==> src/design/tilemap_pkg.sv <==
// Shared geometry, register map and bus/stream structs; every RTL block imports it in its header
package tilemap_pkg;

    // Raster geometry in pixels and lines
    localparam int H_TOTAL  = 80;
    localparam int V_TOTAL  = 20;
    localparam int H_ACTIVE = 64;   // Visible pixels per line
    localparam int V_ACTIVE = 16;   // Visible lines per frame

    localparam int X_BITS = 7;      // Enough for H_TOTAL-1
    localparam int Y_BITS = 5;      // Enough for V_TOTAL-1

    // A page is 32x32 tiles of 8x8 pixels, so 256x256 pixels
    localparam int PAGE_TILES = 32;
    localparam int PAGE_WORDS = 1024;
    localparam int RAM_WORDS  = 4096;   // Four pages fill the tilemap RAM

    // Byte offsets inside the char window (address bits 11:9 all ones)
    localparam logic [8:0] REG_S1_PAGES_FLIP = 9'h08e;
    localparam logic [8:0] REG_S1_PAGES_NOFL = 9'h09e;
    localparam logic [8:0] REG_S2_PAGES_FLIP = 9'h08c;
    localparam logic [8:0] REG_S2_PAGES_NOFL = 9'h09c;
    localparam logic [8:0] REG_S1_VPOS       = 9'h124;
    localparam logic [8:0] REG_S2_VPOS       = 9'h126;
    localparam logic [8:0] REG_S1_HPOS       = 9'h1f8;
    localparam logic [8:0] REG_S2_HPOS       = 9'h1fa;

    // One CPU write cycle, word addressed like the 68000 bus
    typedef struct packed {
        logic [12:1] addr;
        logic [15:0] data;
        logic [1:0]  dsn;   // Active low, bit 1 is the upper byte
    } cpu_wr_t;

    // Scroll state of one layer as seen by the address path
    typedef struct packed {
        logic [15:0] hpos;
        logic [15:0] vpos;
        logic [15:0] pages;  // Four nibbles, one per quadrant
    } layer_cfg_t;

    typedef struct packed {
        logic [X_BITS-1:0] x;
        logic [Y_BITS-1:0] y;
        logic              active;
        logic              slot;   // 0 serves layer 1, 1 serves layer 2
    } raster_t;

    typedef struct packed {
        logic              layer;
        logic [X_BITS-1:0] x;
        logic [Y_BITS-1:0] y;
        logic [15:0]       word;
    } tile_out_t;

endpackage

==> src/design/layer_addr.sv <==
// Scroll and page translation of one layer: screen position in, tilemap word address out
module layer_addr import tilemap_pkg::*; (
    input  logic        clk,
    input  logic        rst,
    input  raster_t     pos,
    input  layer_cfg_t  cfg,
    output logic [11:0] addr
);

    logic [8:0]  vx;        // Position in the 512x512 virtual plane
    logic [8:0]  vy;
    logic [1:0]  quad;      // Which 256x256 quarter of the plane
    logic [3:0]  nib;
    logic [1:0]  page;
    logic [11:0] addr_next;

    always_comb begin
        vx   = {2'b00, pos.x} + cfg.hpos[8:0];   // Sums wrap at 512 by width
        vy   = {4'b0000, pos.y} + cfg.vpos[8:0];
        quad = {vy[8], vx[8]};
        nib  = cfg.pages[quad*4 +: 4];               // Quadrant 0 reads the low nibble
        page = nib[1:0];
        // Bit 8 of each coordinate is spent on the quadrant so only bits 7:3 index the page
        addr_next = 12'(int'(page) * PAGE_WORDS
                      + int'(vy[7:3]) * PAGE_TILES
                      + int'(vx[7:3]));
    end

    always_ff @(posedge clk or posedge rst) begin
        if (rst) begin
            addr <= '0;
        end else begin
            addr <= addr_next;   // Ready the clock after the raster sample
        end
    end

endmodule

==> config.mk <==
export PLATFORM = sky130hd
export DESIGN_NAME = layer_addr
export DESIGN_NICKNAME = d
export VERILOG_FILES = /design/src/design/tilemap_pkg.sv /design/src/design/layer_addr.sv
export SDC_FILE = /design/constraint.sdc
export NUM_CORES = 1
export LEC_CHECK = 0
export BUFFER_PORTS_ARGS = -buffer_cell sky130_fd_sc_hd__buf_2
export CORE_MARGIN = 1
export CORE_UTILIZATION = 37
export CTS_BUF_LIST = sky130_fd_sc_hd__clkbuf_4
export DETAILED_ROUTE_END_ITERATION = 7
export PLACE_DENSITY_LB_ADDON = 0.25
export SLEW_MARGIN = 20
export SYNTH_ARGS = -nofsm -noshare
export SYNTH_HDL_FRONTEND = slang
export SYNTH_SLANG_ARGS = --single-unit
==> constraint.sdc <==
create_clock -name clk -period 0.8 [get_ports clk]
set_clock_uncertainty 0.1 [all_clocks]
set_input_delay 0.08 -clock clk [delete_from_list [all_inputs] [get_ports clk]]
set_output_delay 0.08 -clock clk [all_outputs]
set_load 0.02 [all_outputs]
======== After elaboration in Yosys (flattened, before gate mapping) ========
Cells that the tools add are included.
word-level totals
  output and inout bits ................... 12
  bits of input ports ..................... 64
  flip-flop bits (word level) ............. 12
  logic and storage cells ................. 6
cells by class
  shift-type cells ........................ 1
  add/subtract/negate cells ............... 4
operator list
  kind             count
  $shiftx 16x5->2  1
  $add 12x10->12   1
  $add 12x5->12    1
  $add 5x9->9      1
  $add 7x9->9      1

======== Logic depth before layout (Yosys ltp) ========
Gate-level depths: netlist of the first run.
  depth after elaboration ................. 4
  depth in mapped cells ................... 6
  depth with buffers taken out ............ 6

======== Worst setup path before layout of the first run ========
Ideal clock, no wire load.
  kind .................................... input-to-reg
  start point ............................. input pos[11] (netlist bit)
  end point ............................... register addr[10]
  required time ........................... 561 ps
  setup time .............................. 139 ps
  arrival ................................. 1618 ps
  buffers on the path ..................... 0
  stages .................................. 6
  path slack .............................. -1056 ps
  cells stage by stage .................... ha_1 a21o_1 a21oi_2 a211oi_2 nor3b_4 mux4_2
between the ends
  cells in the longest elaborated chain, start to end .. 4
ends and longest elaborated chain
  item                  line              RTL
  from (decl)           layer_addr.sv:5   input raster_t pos,
  $add 7x9->9 *         layer_addr.sv:18  vx = {2'b00, pos.x} + cfg.hpos[8:0];
  $shiftx 16x5->2       layer_addr.sv:21  nib = cfg.pages[quad*4 +: 4];
  $add 12x10->12        layer_addr.sv:25  + int'(vy[7:3]) * PAGE_TILES
  $add 12x5->12 *       layer_addr.sv:26  + int'(vx[7:3]));
  via addr_next[10]     layer_addr.sv:15  logic [11:0] addr_next;
  to (signal assigned)  layer_addr.sv:33  addr <= addr_next;
  to (decl)             layer_addr.sv:7   output logic [11:0] addr
The timed path passes the listed nets; every way through them passes the cells marked *.

======== Final worst setup path of the first run ========
  start point ............................. input pos[11] (netlist bit)
  end point ............................... register addr[11]
The elaborated chain is that of the path after synthesis.

==> summary.txt, run 1 <==
Status - finished with violations
Failing checks - negative hold slack, negative setup slack
Synth Cell Area - 781 um2
Hold crit path type - in2reg
Unique masters post-synth - 24
Delay-heaviest family, CP - multiplexers
Vias per cell - 4.90
Initial antenna violation count - 0
Detailed placer's ending HPWL - 1.53 mm
Critical Path Source Type - primary input
DRT Wirelength - 2.09 mm
Hold path depth - 3
Flop pwr share - 34.2%
Die H - 47.9 um
Switch Pwr - 721 uW
GRT overflow - 0
Pre-antenna DRT Iters - 4
Worst hold slack - -0.00138 ns
Core area - 0.00198 mm2
Nets - 224
Slowest CP cell - mux4_2
Clock transition at path regs - 0.08 ns
Crit path largest cell delay - 0.52 ns
Vias in the first global route - 789
Final Hold Fails - 1
CTS buffer count - 3
Fin crit share - 197%
Max Root-Sink Buffers - 2
TritonCTS clock tree - yes
Largest Register - addr
Crit path max fanout - 3
Post-route setup slack - -0.775 ns
Fmax - 635 MHz
FF+latch count, synth - 12
Internal power - 1510 uW
Worst vdd ir - 0.809 mV
Worst min-delay path startpoint - cfg[23]
Data required, critical path - 0.85 ns
Switching Fraction - 32.3%
Largest registers - addr: 12 flops
Max-capacitance violation count - 0
Pwr/cell area - 1440 mW/mm2
Synth Warn # - 0
IO Port Bufs - 51
Slew HR - 81.1%
Slew Viols, Final - 0
Sequential fraction of the synthesis area - 38.5%
Antenna Nets Post-Route - 0
Gp weighted congestion - 0.773
Largest net degree at the start of global routing - 13
Final Util - 78.1%
Total GRT Usage - 19.0%
Commonest non-fill, non-tap cell in the layout - buf_2
Clk root buf - clkbuf_4
RSZ-0062 raised after global routing - true
Layout Cells excl Fill - 176
Worst-margin pin slew - 0.282 ns
Clock group share of total power - 17.6%
CTS sink cnt - 12
Worst setup EP type - flop
Post-layout min period - 1.58 ns
Syn_area_per_cell - 10.7 um2
Starting DRT DRC Count - 11
Most frequent cells in the layout - 30 x buf_2, 22 x buf_6, 19 x buf_4
Layout cell share with drive strength beyond 1 - 65.8%
Final setup fails - 24
H-Tree Depth - 1
Placed cells - 170
First-pass GRT wire length - 2.95 mm
Row count - 16
Die ar. - 0.00230 mm2
Comb power frac - 48.2%
Num ports - 76
Cells after synthesis - 73
Initial Util - 39.4%
Critical path buffer and inverter count - 1
Crit path cell chain - buf_6 -> ha_4 -> a21o_1 -> a21oi_2 -> a211oi_2 -> nor3b_4 -> mux4_2
Arrival time worst endpoint - 1.63 ns
Diodes inserted - 0
# DRC - 0
Chip width - 47.9 um
Synthesis-to-layout area growth - 98.2%
Leakage power figure - 0.000718 uW
Largest register FFs - 12
WL/cell - 11.9 um
Crit Path Class - in2reg
Syn Nets - 147
Vias - 862
Worst Hold End - addr[9]
[repair_timing]
action,CTS,global route
hold buffers,1,0
setup endpoints to repair,24,24
buffers inserted,0,3
resized for setup,38,8
pin swaps,4,7
hold endpoints to repair,15,0
[worst max-delay path by stage]
stage	startpoint	end	cells past startpoint
3_3_place_gp	pos[11]	addr[10]	7
3_5_place_dp	pos[11]	addr[10]	7
6_report	pos[11]	addr[11]	7
2_1_floorplan	pos[11]	addr[10]	6
4_1_cts	pos[11]	addr[10]	7
5_1_grt	pos[11]	addr[11]	7
[tightest hold or removal path: stages]
cell	delay, ns
buf_2	0.09
buf_4	0.10
xnor2_1	0.07
[layout make-up]
cell class                      count  area [um2]
Multi-Input combinational cell     60         633
Timing Repair Buffer               72         551
Fill cell                         127         434
Sequential cell                    12         300
Tap cell                           27        33.8
Clock buffer                        3        22.5
Clock inverter                      1        3.75
Inverter                            1        3.75
[power by group through the flow]
| stage | logic, uW | registers [uW] | clock network (uW) |
|---|---|---|---|
| after floorplan | 337 | 889 | 0 |
| after global placement | 830 | 746 | 0 |
| after detailed placement | 848 | 747 | 0 |
| after CTS | 1020 | 762 | 409 |
| after global routing | 1170 | 771 | 429 |
| final | 1070 | 761 | 393 |
[per-stage QoR]
step / cell area (um2) / TNS (ns) / total power, uW / setup WS, ns / hold slack [ns]
floorplan: 865 / -4.58 / 1230 / -0.911 / -0.155
global placement: 1300 / -7.05 / 1580 / -1.08 / -0.0312
detailed placement: 1300 / -7.23 / 1600 / -1.10 / -0.0289
CTS: 1500 / -5.34 / 2190 / -0.786 / -0.0148
global route: 1550 / -6.53 / 2370 / -0.850 / 0.00990
finish: 1550 / -5.60 / 2230 / -0.775 / -0.00138
[logic make-up (layout without fill, tap and decap cells)]
kind of cell | after synthesis | in the layout | share of synthesized area, %
buffers and inverters | 1 | 77 | 0.480
xor gates and xnor gates | 9 | 9 | 10.1
DFF | 12 | 12 | 38.5
muxes | 2 | 2 | 5.77
AOI/OAI and AO/OA | 14 | 14 | 12.3
and+or+nand+nor | 25 | 25 | 16.8
adders and majority gates | 10 | 10 | 16.0
[per-layer routing]
layer  vias to the layer above  track usage, %  share of wire, %
met1                       388            19.9                34
met2                        50            32.4                53
li1                        413               -                 -
met3                        11            3.77               7.8
met4                         0            16.1               4.5
met5                         -               0                 0
[synthesized netlist by cell type]
| cell type | number | area (um2) |
|---|---|---|
| a21oi_1 | 5 | 25.0 |
| nor3b_4 | 1 | 18.8 |
| o21ai_1 | 1 | 5.00 |
| xnor2_1 | 7 | 61.3 |
| and2_1 | 1 | 6.26 |
| mux4_2 | 2 | 45.0 |
| dfrtp_1 | 12 | 300 |
| o211ai_1 | 2 | 15.0 |
| ha_1 | 10 | 125 |
| a21oi_2 | 1 | 8.76 |
| a21boi_1 | 1 | 7.51 |
| a211oi_2 | 1 | 12.5 |
| nand2_1 | 7 | 26.3 |
| o21a_1 | 1 | 7.51 |
| nand4_1 | 2 | 12.5 |
| nor2b_1 | 1 | 6.26 |
| a21o_1 | 2 | 15.0 |
| nor3_1 | 1 | 5.00 |
| nor2_1 | 7 | 26.3 |
| xor2_1 | 2 | 17.5 |
| nand3_1 | 3 | 15.0 |
| nand4b_1 | 1 | 8.76 |
| nand2b_1 | 1 | 6.26 |
| inv_1 | 1 | 3.75 |
No activity file was read; power rests on OpenSTA's default activity.
==> inputs of run 2 (changes only) <==
Settings changed: CORE_UTILIZATION 37 to 40.
Clock period 0.8 ns to 1.9 ns, I/O delays scaled along.
==> run 2 against run 1 <==
  * The flow now finishes without violations
  * Power shrank 65%
  * Final cell count is 9.7% lower
  * Count of clock-buffer cells in the layout unchanged
  * Non-clock buffer count decreased by 15
  * Clock power down 60%
  * Sequential share of layout area rose by 6.6 points
  * Setup slack better by 0.88 ns
  * Sequential power down 60%
  * Die area is 7.2% lower
  * Hold slack improved by 0.013 ns
  * Combinational power shrank 71%
  * Critical path type unchanged
==> summary.txt, run 2 (synthesized netlist as in run 1, its figures left out) <==
Final Util - 64.7%
Crit path largest cell delay - 0.53 ns
Commonest non-fill, non-tap cell in the layout - buf_2
Antenna Nets Post-Route - 0
DRT Wirelength - 1.76 mm
Layout Cells excl Fill - 159
Final setup fails - 0
Max Root-Sink Buffers - 2
Largest register FFs - 12
Post-cts resize count - 0
Fmax - 557 MHz
Status - completed
Starting DRT DRC Count - 3
Initial antenna violation count - 0
Gp weighted congestion - 0.751
Die ar. - 0.00213 mm2
Nets - 209
Row count - 15
Detailed placer's ending HPWL - 1.54 mm
Pre-antenna DRT Iters - 3
CTS buffer count - 3
Num ports - 76
Max-capacitance violation count - 0
Leakage power figure - 0.000584 uW
Reg area - 300 um2
Most frequent cells in the layout - 51 x buf_2, 12 x dfrtp_1, 9 x ha_1
GRT overflow - 0
Post-CTS setup buffers - 0
Worst Hold End - addr[9]
Post-route setup slack - 0.105 ns
Worst min-delay path startpoint - cfg[23]
Placed cells - 154
CTS sink cnt - 12
Worst vdd ir - 0.380 mV
Largest registers - addr: 12 flops
Vias per cell - 4.72
Critical Path Source Type - primary input
Diodes inserted - 0
IO Port Bufs - 51
Pre-CTS setup slack - -0.196 ns
Vias in the first global route - 679
Core area - 0.00178 mm2
Worst setup EP type - flop
Data required, critical path - 1.94 ns
Synthesis-to-layout area growth - 47.8%
Crit Path Class - in2reg
Largest Register - addr
Hold crit path type - in2reg
Crit path cell chain - buf_2 -> ha_1 -> a21oi_1 -> a21o_1 -> a211oi_2 -> nor3b_4 -> mux4_2
Worst-margin pin slew - 0.444 ns
Delay-heaviest family, CP - multiplexers
H-Tree Depth - 1
Crit path max fanout - 3
TritonCTS clock tree - yes
Placed Instance Area - 0.00112 mm2
# DRC - 0
Chip width - 46.2 um
RSZ-0062 raised after global routing - false
Final total power - 778 uW
Arrival time worst endpoint - 1.84 ns
Area occupied by multi-input gates - 489 um2
Hold path depth - 2
Clk root buf - clkbuf_4
Vias - 750
Critical path buffer and inverter count - 1
Clock transition at path regs - 0.07 ns
Initial Util - 43.8%
Slowest CP cell - mux4_2
Fill count - 159
Largest net degree at the start of global routing - 13
Slew Viols, Final - 0
Layout cell share with drive strength beyond 1 - 48.5%
Die H - 46.2 um
Design Area, Final - 0.00115 mm2
First-pass GRT wire length - 2.59 mm
Total GRT Usage - 17.7%
Post-layout min period - 1.79 ns
WL/cell - 11.1 um
Slew HR - 70.4%
Fin crit share - 94.5%
Pwr/cell area - 674 mW/mm2
Final Hold Fails - 0
==> run 2: power by group <==
group / internal (uW) / leakage, uW / switching (uW) / total, uW
Sequential: 298 / 0.000139 / 8.95 / 307
Combinational: 145 / 0.000429 / 166 / 311
Clock: 76.1 / 0.0000154 / 83.3 / 159
==> run 2: cell type report <==
cell class / instances / share of cell area, %
multi-input combinational: 60 / 42.4
timing repair buffer: 57 / 26.2
inverter: 1 / 0.325
sequential: 12 / 26.0
clock inverter: 1 / 0.325
clock buffer: 3 / 1.95
tap: 25 / 2.71
==> run 2: per-layer routing <==
| metal | up-vias | global-route usage (%) | wire [um] |
|---|---|---|---|
| li1 | 387 | - | - |
| met1 | 323 | 18.2 | 684 |
| met2 | 36 | 32.1 | 933 |
| met3 | 4 | 2.75 | 104 |
| met4 | 0 | 12.4 | 42 |
| met5 | - | 0 | 0 |
==> run 2: worst max-delay path by stage <==
stage | start | to | slack [ns] | depth (start not counted)
5_1_grt | pos[9] | addr[10] | 0.004 | 7
3_3_place_gp | pos[9] | addr[11] | -0.16 | 7
4_1_cts | pos[9] | addr[10] | 0.1 | 7
3_5_place_dp | pos[9] | addr[10] | -0.20 | 7
2_1_floorplan | pos[9] | addr[10] | 0.05 | 6
6_report | pos[9] | addr[10] | 0.11 | 7
==> run 2: repair_timing <==
action                                  in CTS  in global routing
endpoints found under the setup margin       0                  0
endpoints found under the hold margin       12                  0
hold buffers                                 1                  0
==> run 2: through the flow <==
step,hold slack (ns),TNS (ns)
final,0.0118,0
after detailed placement,0.125,-0.378
after CTS,0.00311,0
after global routing,0.0157,0
after floorplan,-0.0453,0
after global placement,0.0999,-0.312
==> inputs of run 3 (changes only) <==
--- a/config.mk
+++ b/config.mk
@@ -6,9 +6,11 @@
 export NUM_CORES = 1
 export LEC_CHECK = 0
+export ABC_AREA = 1
 export BUFFER_PORTS_ARGS = -buffer_cell sky130_fd_sc_hd__buf_2
 export CORE_MARGIN = 1
-export CORE_UTILIZATION = 40
+export CORE_UTILIZATION = 43
 export CTS_BUF_LIST = sky130_fd_sc_hd__clkbuf_4
 export DETAILED_ROUTE_END_ITERATION = 7
+export GPL_ROUTABILITY_DRIVEN = 0
 export PLACE_DENSITY_LB_ADDON = 0.25
 export SLEW_MARGIN = 20
==> constraint.sdc (replaced) <==
create_clock -name clk -period 1.9 [get_ports clk]
set_clock_uncertainty 0.1 [all_clocks]
set_input_delay 0.19 -clock clk [delete_from_list [all_inputs] [get_ports clk]]
set_output_delay 0.19 -clock clk [all_outputs]
set_load 0.05 [all_outputs]
==> run 3 against run 2 <==
  * Critical path depth rose by 4
  * Clock power fell by 6%
  * Count of clock-buffer cells in the layout did not move
  * Fmax rose by 28%
  * Setup slack improved by 0.39 ns
==> summary.txt, run 3 <==
Status - completed
Synth Cell Area - 961 um2
CTS sink cnt - 12
Initial antenna violation count - 0
Commonest non-fill, non-tap cell in the layout - buf_2
DRT Wirelength - 1.88 mm
GRT overflow - 0
Number of synthesized flops with an enable pin - 0
Final Hold Fails - 0
Antenna Nets Post-Route - 0
Detailed placer's ending HPWL - 1.65 mm
Syn_area_per_cell - 7.63 um2
Worst-margin pin slew - 0.430 ns
Final setup fails - 0
Syn Nets - 200
Largest register FFs - 12
Largest registers - addr: 12 flops
Arrival time worst endpoint - 1.45 ns
Placed cells - 204
Post-layout min period - 1.40 ns
Final total power - 887 uW
Initial Util - 47.5%
Max-capacitance violation count - 0
RSZ-0062 raised after global routing - false
Main synth FF type - dfrtp_1
Die ar. - 0.00243 mm2
H-Tree Depth - 1
FF+latch count, synth - 12
Leakage power figure - 0.000772 uW
Pre-antenna DRT Iters - 6
Crit Path Class - in2reg
Critical Path Source Type - primary input
Data required, critical path - 1.95 ns
Fmax - 714 MHz
Synthesis-to-layout area growth - 33.9%
# DRC - 0
Worst setup EP type - flop
Hold crit path type - in2reg
First-pass GRT wire length - 3.26 mm
Diodes inserted - 0
Final setup TNS - 0 ns
Core area - 0.00202 mm2
Launch point of the critical path - pos[3]
Nets - 257
Layout Cells excl Fill - 209
Slew HR - 71.3%
Slew Viols, Final - 0
Max Root-Sink Buffers - 2
Worst vdd ir - 0.461 mV
Sequential fraction of the synthesis area - 31.3%
Total GRT Usage - 17.0%
Clk root buf - clkbuf_4
Vias per cell - 4.69
Chip width - 49.3 um
Worst min-delay path startpoint - cfg[22]
Worst hold slack - 0.0456 ns
WL/cell - 9.00 um
Area leader, netlist - dfrtp_1
IO Port Bufs - 51
Layout cell share with drive strength beyond 1 - 36.3%
Synth Warn # - 0
Clock transition at path regs - 0.07 ns
Crit path max fanout - 7
Post-cts resize count - 0
Most numerous cell in the Yosys netlist - nand2_1
FFs w/ async S/R, synth - 100%
Cells after synthesis - 126
Largest Register - addr
Row count - 16
Vias - 980
Largest net degree at the start of global routing - 13
CTS buffer count - 3
Largest cells by area after synthesis - dfrtp_1 31%, nand2_1 14%, ha_1 13%
TritonCTS clock tree - yes
Starting DRT DRC Count - 9
Num ports - 76
Vias in the first global route - 871
Area share of the largest cell type after synthesis - 31.3%
Pwr/cell area - 689 mW/mm2
Unique masters post-synth - 17
Top cells by count, synth - 36 x nand2_1, 20 x inv_1, 12 x dfrtp_1, 12 x nand3_1, 10 x ha_1
Fin crit share - 73.8%
Die H - 49.3 um
Most frequent cells in the layout - 51 x buf_2, 36 x nand2_1, 20 x inv_1
run 3: changes by cell type in the layout (fill, tap and decap cells not counted), moves of 3 or more:
cell	before	now
xnor2_1	7	1
buf_4	5	0
xor2_1	2	6
nand2_2	0	3
nand3b_1	0	4
inv_1	1	20
nand3_1	3	12
nor2_1	7	4
nand2_1	7	36
nand3_2	0	4
run 3: worst max-delay path, stage by stage:
cell	delay, ns
buf_2	0.10
ha_1	0.26
inv_1	0.03
o21ai_1	0.24
nand2_1	0.14
nand3_4	0.12
nand2_1	0.08
nand2_1	0.06
nand2_1	0.07
nand3_1	0.09
nand2_1	0.06
run 3: cell families after synthesis:
family,share of synthesized area [%]
adders and majority gates,13.0
and+or+nand+nor,32.9
AOI/OAI and AO/OA,8.59
xor gates and xnor gates,6.38
DFF,31.3
buffers and inverters,7.81
run 3: what timing repair did:
action | 4_1_cts | 5_1_grt
hold buffers | 1 | 0
hold endpoints to repair | 12 | 0
setup buffers | 0 | 0
run 3: cell type report:
| class | instances | area [um2] |
|---|---|---|
| fillers | 190 | 736 |
| multi-input cells | 94 | 586 |
| clock inverters | 1 | 3.75 |
| well taps | 27 | 33.8 |
| clock buffers | 3 | 22.5 |
| inverters | 20 | 75.1 |
| flip-flops and latches | 12 | 300 |
| repair buffers | 52 | 265 |
run 3: metal layers:
| metal | wire [um] | track usage [%] | share of wire (%) |
|---|---|---|---|
| met4 | 12 | 5.39 | 0.64 |
| met1 | 748 | 19.5 | 40 |
| met5 | 0 | 0 | 0 |
| met2 | 971 | 31.3 | 52 |
| met3 | 150 | 3.12 | 8.0 |
run 3: power breakdown:
group / internal (uW) / total, uW / leakage, uW / switching, uW
Combinational: 133 / 427 / 0.000617 / 295
Sequential: 298 / 309 / 0.000140 / 11.2
Clock: 75.7 / 150 / 0.0000154 / 74.2
run 3: through the flow:
step	setup WS [ns]	instance area (um2)	util, %
6_report	0.499	1290	63.6
5_1_grt	0.351	1290	63.6
4_1_cts	0.531	1290	63.6
3_5_place_dp	0.262	1250	61.8
3_3_place_gp	0.315	1250	61.8
2_1_floorplan	0.503	961	-
run 3: final timing paths:
check / to / slack [ns] / depth (start not counted)
worst max-delay path: addr[10] / 0.50 / 11
worst min-delay path: addr[8] / 0.05 / 2
max in group asynchronous: addr[4] / 1.03 / 3
min in group asynchronous: addr[0] / 0.37 / 3
